File: src/capture_macros.svh
/*
 * Capture unit sizing shared by the package and the RTL
 * Channel count, buffer address width and sample width
 */
`ifndef CAPTURE_MACROS_SVH
`define CAPTURE_MACROS_SVH

// Number of sample channels behind the shared strobe
`define CAP_CHANNELS 4

// Buffer address width, the depth of each circular buffer is two to this power
`define CAP_ADDR_WIDTH 6

// Width of one signed ADC sample
`define CAP_SAMPLE_WIDTH 16

`endif

File: src/capture_pkg.sv
/*
 * Capture unit types
 * Sample, address and channel vectors plus the buffer FSM encoding
 */
`default_nettype none

`include "capture_macros.svh"

package capture_pkg;

    // One signed sample as delivered by the ADC
    typedef logic signed [`CAP_SAMPLE_WIDTH-1:0] sample_t;

    // Buffer address, also used for window length and trigger position
    typedef logic [`CAP_ADDR_WIDTH-1:0] addr_t;

    // A single channel still needs one bit of index
    localparam int CHANNEL_BITS = (`CAP_CHANNELS > 1) ? $clog2(`CAP_CHANNELS) : 1;

    typedef logic [CHANNEL_BITS-1:0] channel_t;

    typedef enum logic [2:0] {
        initial_fill,
        armed,
        acquisition,
        full,
        readout,
        refresh
    } buffer_state_t;

endpackage

`default_nettype wire

File: src/trigger_detect.sv
/*
 * Trigger detector
 * Flags a rising crossing of the level on the selected channel once all buffers are armed
 */
`timescale 1ns/1ps
`default_nettype none

`include "capture_macros.svh"

module trigger_detect (
    input  logic                                        clock,
    input  logic                                        rst_n,
    input  logic                                        sample_valid,
    input  capture_pkg::sample_t [`CAP_CHANNELS-1:0]    sample_data,
    input  capture_pkg::channel_t                       trigger_channel,
    input  capture_pkg::sample_t                        trigger_level,
    input  logic                                        all_armed,
    output logic                                        trigger
);

    import capture_pkg::*;

    sample_t selected_sample;
    sample_t previous_sample;
    logic    below_before;
    logic    at_or_above_now;

    // Slice of the channel that the trigger watches
    assign selected_sample = sample_data[trigger_channel];

    // The history follows every strobe so that the first armed sample
    // already has a valid predecessor to compare with
    always_ff @(posedge clock or negedge rst_n) begin
        if (!rst_n) begin
            previous_sample <= '0;
        end else if (sample_valid) begin
            previous_sample <= selected_sample;
        end
    end

    // Both compares are signed since sample_t is a signed type
    assign below_before    = previous_sample < trigger_level;
    assign at_or_above_now = selected_sample >= trigger_level;

    // Combinational on the strobe cycle so the trigger sample itself
    // lands at the trigger position of the window
    assign trigger = sample_valid && all_armed && below_before && at_or_above_now;

endmodule

`default_nettype wire

File: src/capture_memory.sv
/*
 * Capture sample RAM
 * One write port and one registered read port with a read enable
 */
`timescale 1ns/1ps
`default_nettype none

module capture_memory (
    input  logic                  clock,
    input  logic                  write_enable,
    input  capture_pkg::addr_t    write_address,
    input  capture_pkg::sample_t  write_data,
    input  logic                  read_enable,
    input  capture_pkg::addr_t    read_address,
    output capture_pkg::sample_t  read_data
);

    import capture_pkg::*;

    localparam int DEPTH = 1 << $bits(addr_t);

    sample_t storage [DEPTH];

    always_ff @(posedge clock) begin
        if (write_enable) begin
            storage[write_address] <= write_data;
        end
    end

    // Output register holds its value while read_enable is low
    always_ff @(posedge clock) begin
        if (read_enable) begin
            read_data <= storage[read_address];
        end
    end

endmodule

`default_nettype wire

File: src/capture_buffer.sv
/*
 * Per-channel circular capture buffer
 * Records continuously, freezes a window around the trigger and drains it through a skid stage
 */
`timescale 1ns/1ps
`default_nettype none

module capture_buffer (
    input  logic                  clock,
    input  logic                  rst_n,
    input  logic                  sample_valid,
    input  capture_pkg::sample_t  sample,
    input  logic                  trigger,
    input  capture_pkg::addr_t    packet_length,
    input  capture_pkg::addr_t    trigger_point,
    output logic                  armed,
    output logic                  full,
    input  logic                  drain_ready,
    output logic                  drain_valid,
    output capture_pkg::sample_t  drain_data,
    output logic                  drain_last
);

    import capture_pkg::*;

    buffer_state_t state;

    addr_t   head;
    addr_t   fill_count;
    addr_t   read_pointer;
    addr_t   window_end;
    addr_t   window_start_next;
    addr_t   window_end_next;
    logic    read_done;

    logic    write_enable;
    logic    fetch;
    logic    accept;
    logic    skid_load;

    sample_t ram_data;
    logic    ram_valid;
    logic    ram_last;
    sample_t skid_data;
    logic    skid_valid;
    logic    skid_last;

    // The port names shadow two of the state names, so those are scoped
    assign armed = (state == capture_pkg::armed);
    assign full  = (state == capture_pkg::full) || (state == readout);

    // Every strobe is stored except while a frozen window waits or drains
    assign write_enable = sample_valid &&
                          (state == initial_fill || state == capture_pkg::armed ||
                           state == acquisition || state == refresh);

    // Window placement if the current strobe turns out to be the trigger.
    // A length of zero wraps to the full depth
    assign window_start_next = head - trigger_point;
    assign window_end_next   = window_start_next + packet_length - addr_t'(1);

    // Reads are issued whenever the skid has room, independent of drain_ready,
    // so a stall can leave one RAM word in flight that the skid must catch
    assign fetch     = (state == readout) && !read_done && !skid_valid;
    assign accept    = drain_valid && drain_ready;
    assign skid_load = !skid_valid && fetch && ram_valid && !accept;

    capture_memory u_memory (
        .clock         (clock),
        .write_enable  (write_enable),
        .write_address (head),
        .write_data    (sample),
        .read_enable   (fetch),
        .read_address  (read_pointer),
        .read_data     (ram_data)
    );

    always_ff @(posedge clock or negedge rst_n) begin
        if (!rst_n) begin
            state        <= initial_fill;
            head         <= '0;
            fill_count   <= '0;
            read_pointer <= '0;
            window_end   <= '0;
            read_done    <= 1'b1;
            ram_valid    <= 1'b0;
            ram_last     <= 1'b0;
            skid_valid   <= 1'b0;
        end else begin
            if (write_enable) begin
                head <= head + addr_t'(1);
            end

            case (state)
                initial_fill, refresh: begin
                    // A full depth of fresh samples must be in before arming
                    if (sample_valid) begin
                        if (fill_count == '1) begin
                            state      <= capture_pkg::armed;
                            fill_count <= '0;
                        end else begin
                            fill_count <= fill_count + addr_t'(1);
                        end
                    end
                end
                capture_pkg::armed: begin
                    if (trigger) begin
                        read_pointer <= window_start_next;
                        window_end   <= window_end_next;
                        // Trigger sample may already be the last one of the window
                        if (window_end_next == head) begin
                            state <= capture_pkg::full;
                        end else begin
                            state <= acquisition;
                        end
                    end
                end
                acquisition: begin
                    if (sample_valid && head == window_end) begin
                        state <= capture_pkg::full;
                    end
                end
                capture_pkg::full: begin
                    // The mux only raises our ready once it serves this channel
                    if (drain_ready) begin
                        state     <= readout;
                        read_done <= 1'b0;
                    end
                end
                readout: begin
                    if (accept && drain_last) begin
                        state      <= refresh;
                        fill_count <= '0;
                    end
                end
                default: begin
                    state <= initial_fill;
                end
            endcase

            // RAM output stage
            if (fetch) begin
                ram_valid <= 1'b1;
                ram_last  <= (read_pointer == window_end);
                if (read_pointer == window_end) begin
                    read_done <= 1'b1;
                end else begin
                    read_pointer <= read_pointer + addr_t'(1);
                end
            end else if (accept && !skid_valid) begin
                ram_valid <= 1'b0;
            end

            // Skid stage holds the older word, it always drains first
            if (skid_valid) begin
                if (accept) begin
                    skid_valid <= 1'b0;
                end
            end else if (skid_load) begin
                skid_valid <= 1'b1;
            end
        end
    end

    always_ff @(posedge clock) begin
        if (skid_load) begin
            skid_data <= ram_data;
            skid_last <= ram_last;
        end
    end

    assign drain_valid = skid_valid || ram_valid;
    assign drain_data  = skid_valid ? skid_data : ram_data;
    assign drain_last  = skid_valid ? skid_last : (ram_valid && ram_last);

endmodule

`default_nettype wire

File: src/readout_mux.sv
/*
 * Readout multiplexer
 * Once every channel holds a window, drains them in channel order onto one stream
 */
`timescale 1ns/1ps
`default_nettype none

`include "capture_macros.svh"

module readout_mux (
    input  logic                                        clock,
    input  logic                                        rst_n,
    input  logic [`CAP_CHANNELS-1:0]                    full,
    input  logic [`CAP_CHANNELS-1:0]                    drain_valid,
    input  capture_pkg::sample_t [`CAP_CHANNELS-1:0]    drain_data,
    input  logic [`CAP_CHANNELS-1:0]                    drain_last,
    output logic [`CAP_CHANNELS-1:0]                    drain_ready,
    input  logic                                        out_ready,
    output logic                                        out_valid,
    output capture_pkg::sample_t                        out_data,
    output logic                                        out_last,
    output capture_pkg::channel_t                       out_channel,
    output logic                                        capture_full
);

    import capture_pkg::*;

    typedef enum logic {
        idle,
        serve
    } mux_state_t;

    mux_state_t state;
    channel_t   current;
    logic       serving;
    logic       packet_done;

    assign serving     = (state == serve);
    assign packet_done = out_valid && out_ready && out_last;

    always_ff @(posedge clock or negedge rst_n) begin
        if (!rst_n) begin
            state   <= idle;
            current <= '0;
        end else begin
            case (state)
                idle: begin
                    // All windows are frozen on the same trigger, wait for the slowest
                    if (&full) begin
                        state   <= serve;
                        current <= '0;
                    end
                end
                serve: begin
                    if (packet_done) begin
                        if (current == channel_t'(`CAP_CHANNELS - 1)) begin
                            state <= idle;
                        end else begin
                            current <= current + channel_t'(1);
                        end
                    end
                end
                default: begin
                    state <= idle;
                end
            endcase
        end
    end

    // Pure forwarding, the buffer skid keeps data stable under back-pressure
    always_comb begin
        drain_ready = '0;
        if (serving) begin
            drain_ready[current] = out_ready;
        end
    end

    assign out_valid   = serving && drain_valid[current];
    assign out_data    = drain_data[current];
    assign out_last    = serving && drain_last[current];
    assign out_channel = current;

    // Buffers keep full asserted through their readout
    assign capture_full = |full;

endmodule

`default_nettype wire

File: src/capture_top.sv
/*
 * Multi-channel triggered capture unit
 * Shared trigger, one circular buffer per channel and a single readout stream
 */
`timescale 1ns/1ps
`default_nettype none

`include "capture_macros.svh"

module capture_top (
    input  logic                                        clock,
    input  logic                                        rst_n,
    input  logic                                        sample_valid,
    input  capture_pkg::sample_t [`CAP_CHANNELS-1:0]    sample_data,
    input  capture_pkg::channel_t                       trigger_channel,
    input  capture_pkg::sample_t                        trigger_level,
    input  capture_pkg::addr_t                          packet_length,
    input  capture_pkg::addr_t                          trigger_point,
    input  logic                                        out_ready,
    output logic                                        out_valid,
    output capture_pkg::sample_t                        out_data,
    output logic                                        out_last,
    output capture_pkg::channel_t                       out_channel,
    output logic                                        capture_full
);

    import capture_pkg::*;

    logic [`CAP_CHANNELS-1:0] armed;
    logic [`CAP_CHANNELS-1:0] full;
    logic [`CAP_CHANNELS-1:0] drain_valid;
    logic [`CAP_CHANNELS-1:0] drain_last;
    logic [`CAP_CHANNELS-1:0] drain_ready;
    sample_t [`CAP_CHANNELS-1:0] drain_data;
    logic all_armed;
    logic trigger;

    // A trigger may only fire when every channel can freeze a window
    assign all_armed = &armed;

    trigger_detect u_trigger (
        .clock           (clock),
        .rst_n           (rst_n),
        .sample_valid    (sample_valid),
        .sample_data     (sample_data),
        .trigger_channel (trigger_channel),
        .trigger_level   (trigger_level),
        .all_armed       (all_armed),
        .trigger         (trigger)
    );

    for (genvar i = 0; i < `CAP_CHANNELS; i++) begin : g_channel
        capture_buffer u_buffer (
            .clock         (clock),
            .rst_n         (rst_n),
            .sample_valid  (sample_valid),
            .sample        (sample_data[i]),
            .trigger       (trigger),
            .packet_length (packet_length),
            .trigger_point (trigger_point),
            .armed         (armed[i]),
            .full          (full[i]),
            .drain_ready   (drain_ready[i]),
            .drain_valid   (drain_valid[i]),
            .drain_data    (drain_data[i]),
            .drain_last    (drain_last[i])
        );
    end

    readout_mux u_readout (
        .clock        (clock),
        .rst_n        (rst_n),
        .full         (full),
        .drain_valid  (drain_valid),
        .drain_data   (drain_data),
        .drain_last   (drain_last),
        .drain_ready  (drain_ready),
        .out_ready    (out_ready),
        .out_valid    (out_valid),
        .out_data     (out_data),
        .out_last     (out_last),
        .out_channel  (out_channel),
        .capture_full (capture_full)
    );

endmodule

`default_nettype wire

File: config.mk
export PLATFORM = sky130hd
export DESIGN_NAME = capture_top
export DESIGN_NICKNAME = d
export VERILOG_FILES = /design/src/capture_pkg.sv /design/src/trigger_detect.sv /design/src/capture_memory.sv /design/src/capture_buffer.sv /design/src/readout_mux.sv /design/src/capture_top.sv
export VERILOG_INCLUDE_DIRS = /design/src
export SDC_FILE = /design/constraint.sdc
export NUM_CORES = 2
export LEC_CHECK = 0
export ABC_AREA = 1
export BUFFER_PORTS_ARGS = -buffer_cell sky130_fd_sc_hd__buf_4
export CORE_UTILIZATION = 60
export DETAILED_ROUTE_END_ITERATION = 7
export PLACE_DENSITY_LB_ADDON = 0.05
export SYNTH_ARGS = -nofsm -noshare
export SYNTH_HDL_FRONTEND = slang
export SYNTH_SLANG_ARGS = --single-unit
File: constraint.sdc
create_clock -name clock -period 4.8 [get_ports clock]
set_clock_uncertainty 0.05 [all_clocks]
set_input_delay 0.48 -clock clock [delete_from_list [all_inputs] [get_ports clock]]
set_output_delay 0.48 -clock clock [all_outputs]
set_load 0.005 [all_outputs]
==> results_dict.tcl <==
set metrics [dict create \
    detail-route-antenna-nets 0 \
    syn_area_mm2 0.176 \
    clock_latency_ns 0.98 \
    p_per_area_mw_per_mm2 582 \
    critPathLaunchType "flop" \
    placed_area_mm2 0.183 \
    synth-async-reset-ratio 0.0327 \
    finalHoldViolations 0 \
    initial_core_util 0.604 \
    crit_path_start "g_channel[2].u_buffer.skid_valid$_DFF_PN0_" \
    dieArea_mm2 0.296 \
    clock_sink_count 4371 \
    dp_hpwl_um 299000 \
    maxSlewViolCount 0 \
    wirelength_um 505000 \
    fill_cells 20469 \
    route.detailed.drc 0 \
    p_leak_nw 65.8 \
    nNetsFinal 13387 \
    path_clk_slew_ns 0.06 \
    synth_ff_type "edfxtp_1" \
    h-tree-depth 5 \
    grt_max_degree 209 \
    grt_overflow 0 \
    hold_path.class "in -> reg" \
    fin_crit_sh 0.967 \
    yosysTopAreaCellShare 0.721 \
    multiInputGateArea_mm2 0.0408 \
    min_path_cells 5 \
    ir_drop_mv 0.556 \
    dieWidth_um 544 \
    reg2reg_depth 21 \
    seqCellArea_mm2 0.131 \
    gp_congestion 0.905 \
    cts-buffers-inserted 433 \
    path_buf_inv 2 \
    rows 198 \
    drt_first_pass_iters 6 \
    avgSynthCellArea_um2 13.6 \
    ys_seq_elements 4371 \
    rsz0062_at_grt "no" \
    synth-edff-count 4228 \
    maxCapViolations 0 \
    path_depth 6 \
    synth_area_leaders "edfxtp_1 72%, o21ai_0 5.2%, nor2_1 4.6%" \
    die_h_um 544 \
    post_cts_resized 0 \
    fin_area_mm2 0.197 \
    endpoint_kind "primary output" \
    yosys.area.top_type "edfxtp_1" \
    core_region_area_mm2 0.291 \
    cts_buffer_depth 4 \
    cp.required_ns 4.27 \
    switchingPower_mw 41.7 \
    cp_max_fo 20 \
    io_pins 119 \
    cts_root_buffer "clkbuf_16" \
    port_buffers 118 \
    min-delay-start "sample_data[63]" \
    synthDistinctLibCells 55 \
    yosys-top-cells-count "4228 x edfxtp_1, 2148 x nor2_1, 1829 x o21ai_0" \
    status "finished, final reports clean" \
    cp_top_family "compound AO/OA/AOI/OAI gates" \
    grt_pass1_vias 106843 \
    grt_pass1_wl_um 728000 \
    p_seq_frac 0.392 \
    wire_per_inst_um 28.9 \
    timing.fmax_mhz 215 \
    slowest_stage "a31oi_1" \
    place_inst 16601 \
    p_int_mw 73.2 \
    setup-violations-final 0 \
    p_sw_frac 0.363 \
    finalSetupTns_ns 0 \
    cts_tree "done" \
    reg2reg_from "g_channel[0].u_buffer.head[0]$_DFFE_PN0P_" \
    track_usage 0.338 \
    period_needed_ns 4.64 \
    relSlewSlack 0.230 \
    worst_slew_pin_slew_ns 1.15 \
    vias_per_cell 6.53 \
    cp_cell_sequence "inv_1, o21ai_0, o22ai_1, nor2_1, a31oi_1, buf_4" \
    syn_nets 13181 \
    syn_inst 12972 \
    finalNonFillerCells 17473 \
    yosys_warnings 0 \
    vias 114042 \
    clkPwrFrac 0.293 \
    crit_arrival_ns 4.11 \
    drive_gt1_frac 0.0986 \
    ys_seq_area_frac 0.742 \
    areaGrowthSynthToFinish_pct 12.1 \
    drt_iter0_markers 14963 \
    comb_power_share 0.315 \
    synth.most_common_cell "edfxtp_1" \
    antenna_found_initial 52 \
    path_class "reg -> out" \
    cpPeakStageDelay_ns 0.85 \
]
## layer usage
metal / global-route usage / vias up / wire length, µm
met4: 0.166 / 18 / 26500
met1: 0.472 / 57152 / 195000
met3: 0.0557 / 968 / 48900
li1: - / 49783 / -
met5: 0 / - / 107
met2: 0.523 / 6121 / 235000
## state kept, by name (all words and copies together), names as in the netlist
signal	cells
g_channel.u_buffer.u_memory.storage	4096
g_channel.u_buffer.skid_data	64
g_channel.u_buffer.u_memory.read_data	64
g_channel.u_buffer.fill_count	24
g_channel.u_buffer.head	24
g_channel.u_buffer.read_pointer	24
g_channel.u_buffer.window_end	24
u_trigger.previous_sample	16
g_channel.u_buffer.state	12
g_channel.u_buffer.ram_last	4
g_channel.u_buffer.ram_valid	4
g_channel.u_buffer.read_done	4
g_channel.u_buffer.skid_last	4
g_channel.u_buffer.skid_valid	4
u_readout.out_channel	2
u_readout.serving	1
## stage by stage
stage	hold WS (ns)	power (mW)	setup slack, ns	utilization
after CTS	0.00513	115	0.350	0.677
after floorplan	0.134	67.2	1.35	-
after global placement	0.381	80.7	0.708	0.627
after detailed placement	0.383	81.4	0.579	0.627
after global routing	0.0709	119	0.153	0.677
final	0.0493	115	0.156	0.677
## path summary, 6_finish.rpt
| kind | end | slack (ns) |
|---|---|---|
| min reg2reg | g_channel[0].u_buffer.skid_data[0]$_DFFE_PP_ | 0.40 |
| max in group asynchronous | g_channel[3].u_buffer.read_pointer[1]$_DFF_PN0_ | 3.41 |
| min in group asynchronous | g_channel[1].u_buffer.head[5]$_DFFE_PN0P_ | 0.17 |
| max | out_data[13] | 0.16 |
| min | u_trigger.previous_sample[15]$_DFFE_PN0P_ | 0.05 |
| max reg2reg | g_channel[0].u_buffer.state[0]$_DFFE_PN0P_ | 0.88 |
## timing repair
item,4_1_cts,5_1_grt
hold buffers,42,0
endpoints found under the hold margin,300,0
buffers inserted,0,0
## area by class of cell
type	count	share of cell area
Multi-Input combinational cell	7410	0.207
Clock inverter	269	0.0133
Clock buffer	533	0.0580
Tap cell	3900	0.0247
Timing Repair Buffer	683	0.0293
Sequential cell	4371	0.662
Inverter	279	0.00562
Antenna cell	28	0.000355
## tightest hold or removal path: cells and delay by family
kind	cells	cell delay, ns
AOI/OAI and AO/OA	1	0.11
buffers and inverters	1	0.17
and+or+nand+nor	3	0.23
## cells by family after synthesis
family                     count (synthesis)  synth area share
DFF                                     4371             0.742
AOI/OAI and AO/OA                       3474             0.120
and+or+nand+nor                         3364            0.0778
buffers and inverters                   1191            0.0269
muxes                                    384            0.0218
adders and majority gates                111           0.00823
xor gates and xnor gates                  77           0.00383
## cells in the final DEF, fill, tap and decap left out, types with 15 or more instances in the layout
cell type	instances
ha_1	103
bufinv_16	43
dfrtp_1	124
clkinvlp_4	16
inv_2	15
a21oi_1	79
o21ai_1	35
o211ai_1	411
dlygate4sd3_1	42
mux2i_1	384
edfxtp_1	4228
buf_12	44
nand3_1	477
o22ai_1	580
inv_6	15
clkbuf_16	439
a31oi_1	19
o21ai_0	1829
inv_1	240
buf_4	596
xnor2_1	22
clkinv_1	113
clkinv_2	82
clkbuf_1	83
nand4_1	86
diode_2	28
nor3_1	34
o221ai_1	489
nor2_1	2147
xor2_1	55
nand2_1	571
## power groups by stage
stage / sequential, mW / clock, mW / combinational [mW]
global placement: 45.8 / 0 / 34.9
global route: 45.2 / 35.3 / 38.7
finish: 45.1 / 33.6 / 36.2
detailed placement: 45.8 / 0 / 35.6
floorplan: 44.8 / 0 / 22.4
CTS: 45.0 / 33.8 / 35.8
No activity file was read; power rests on OpenSTA's default activity.
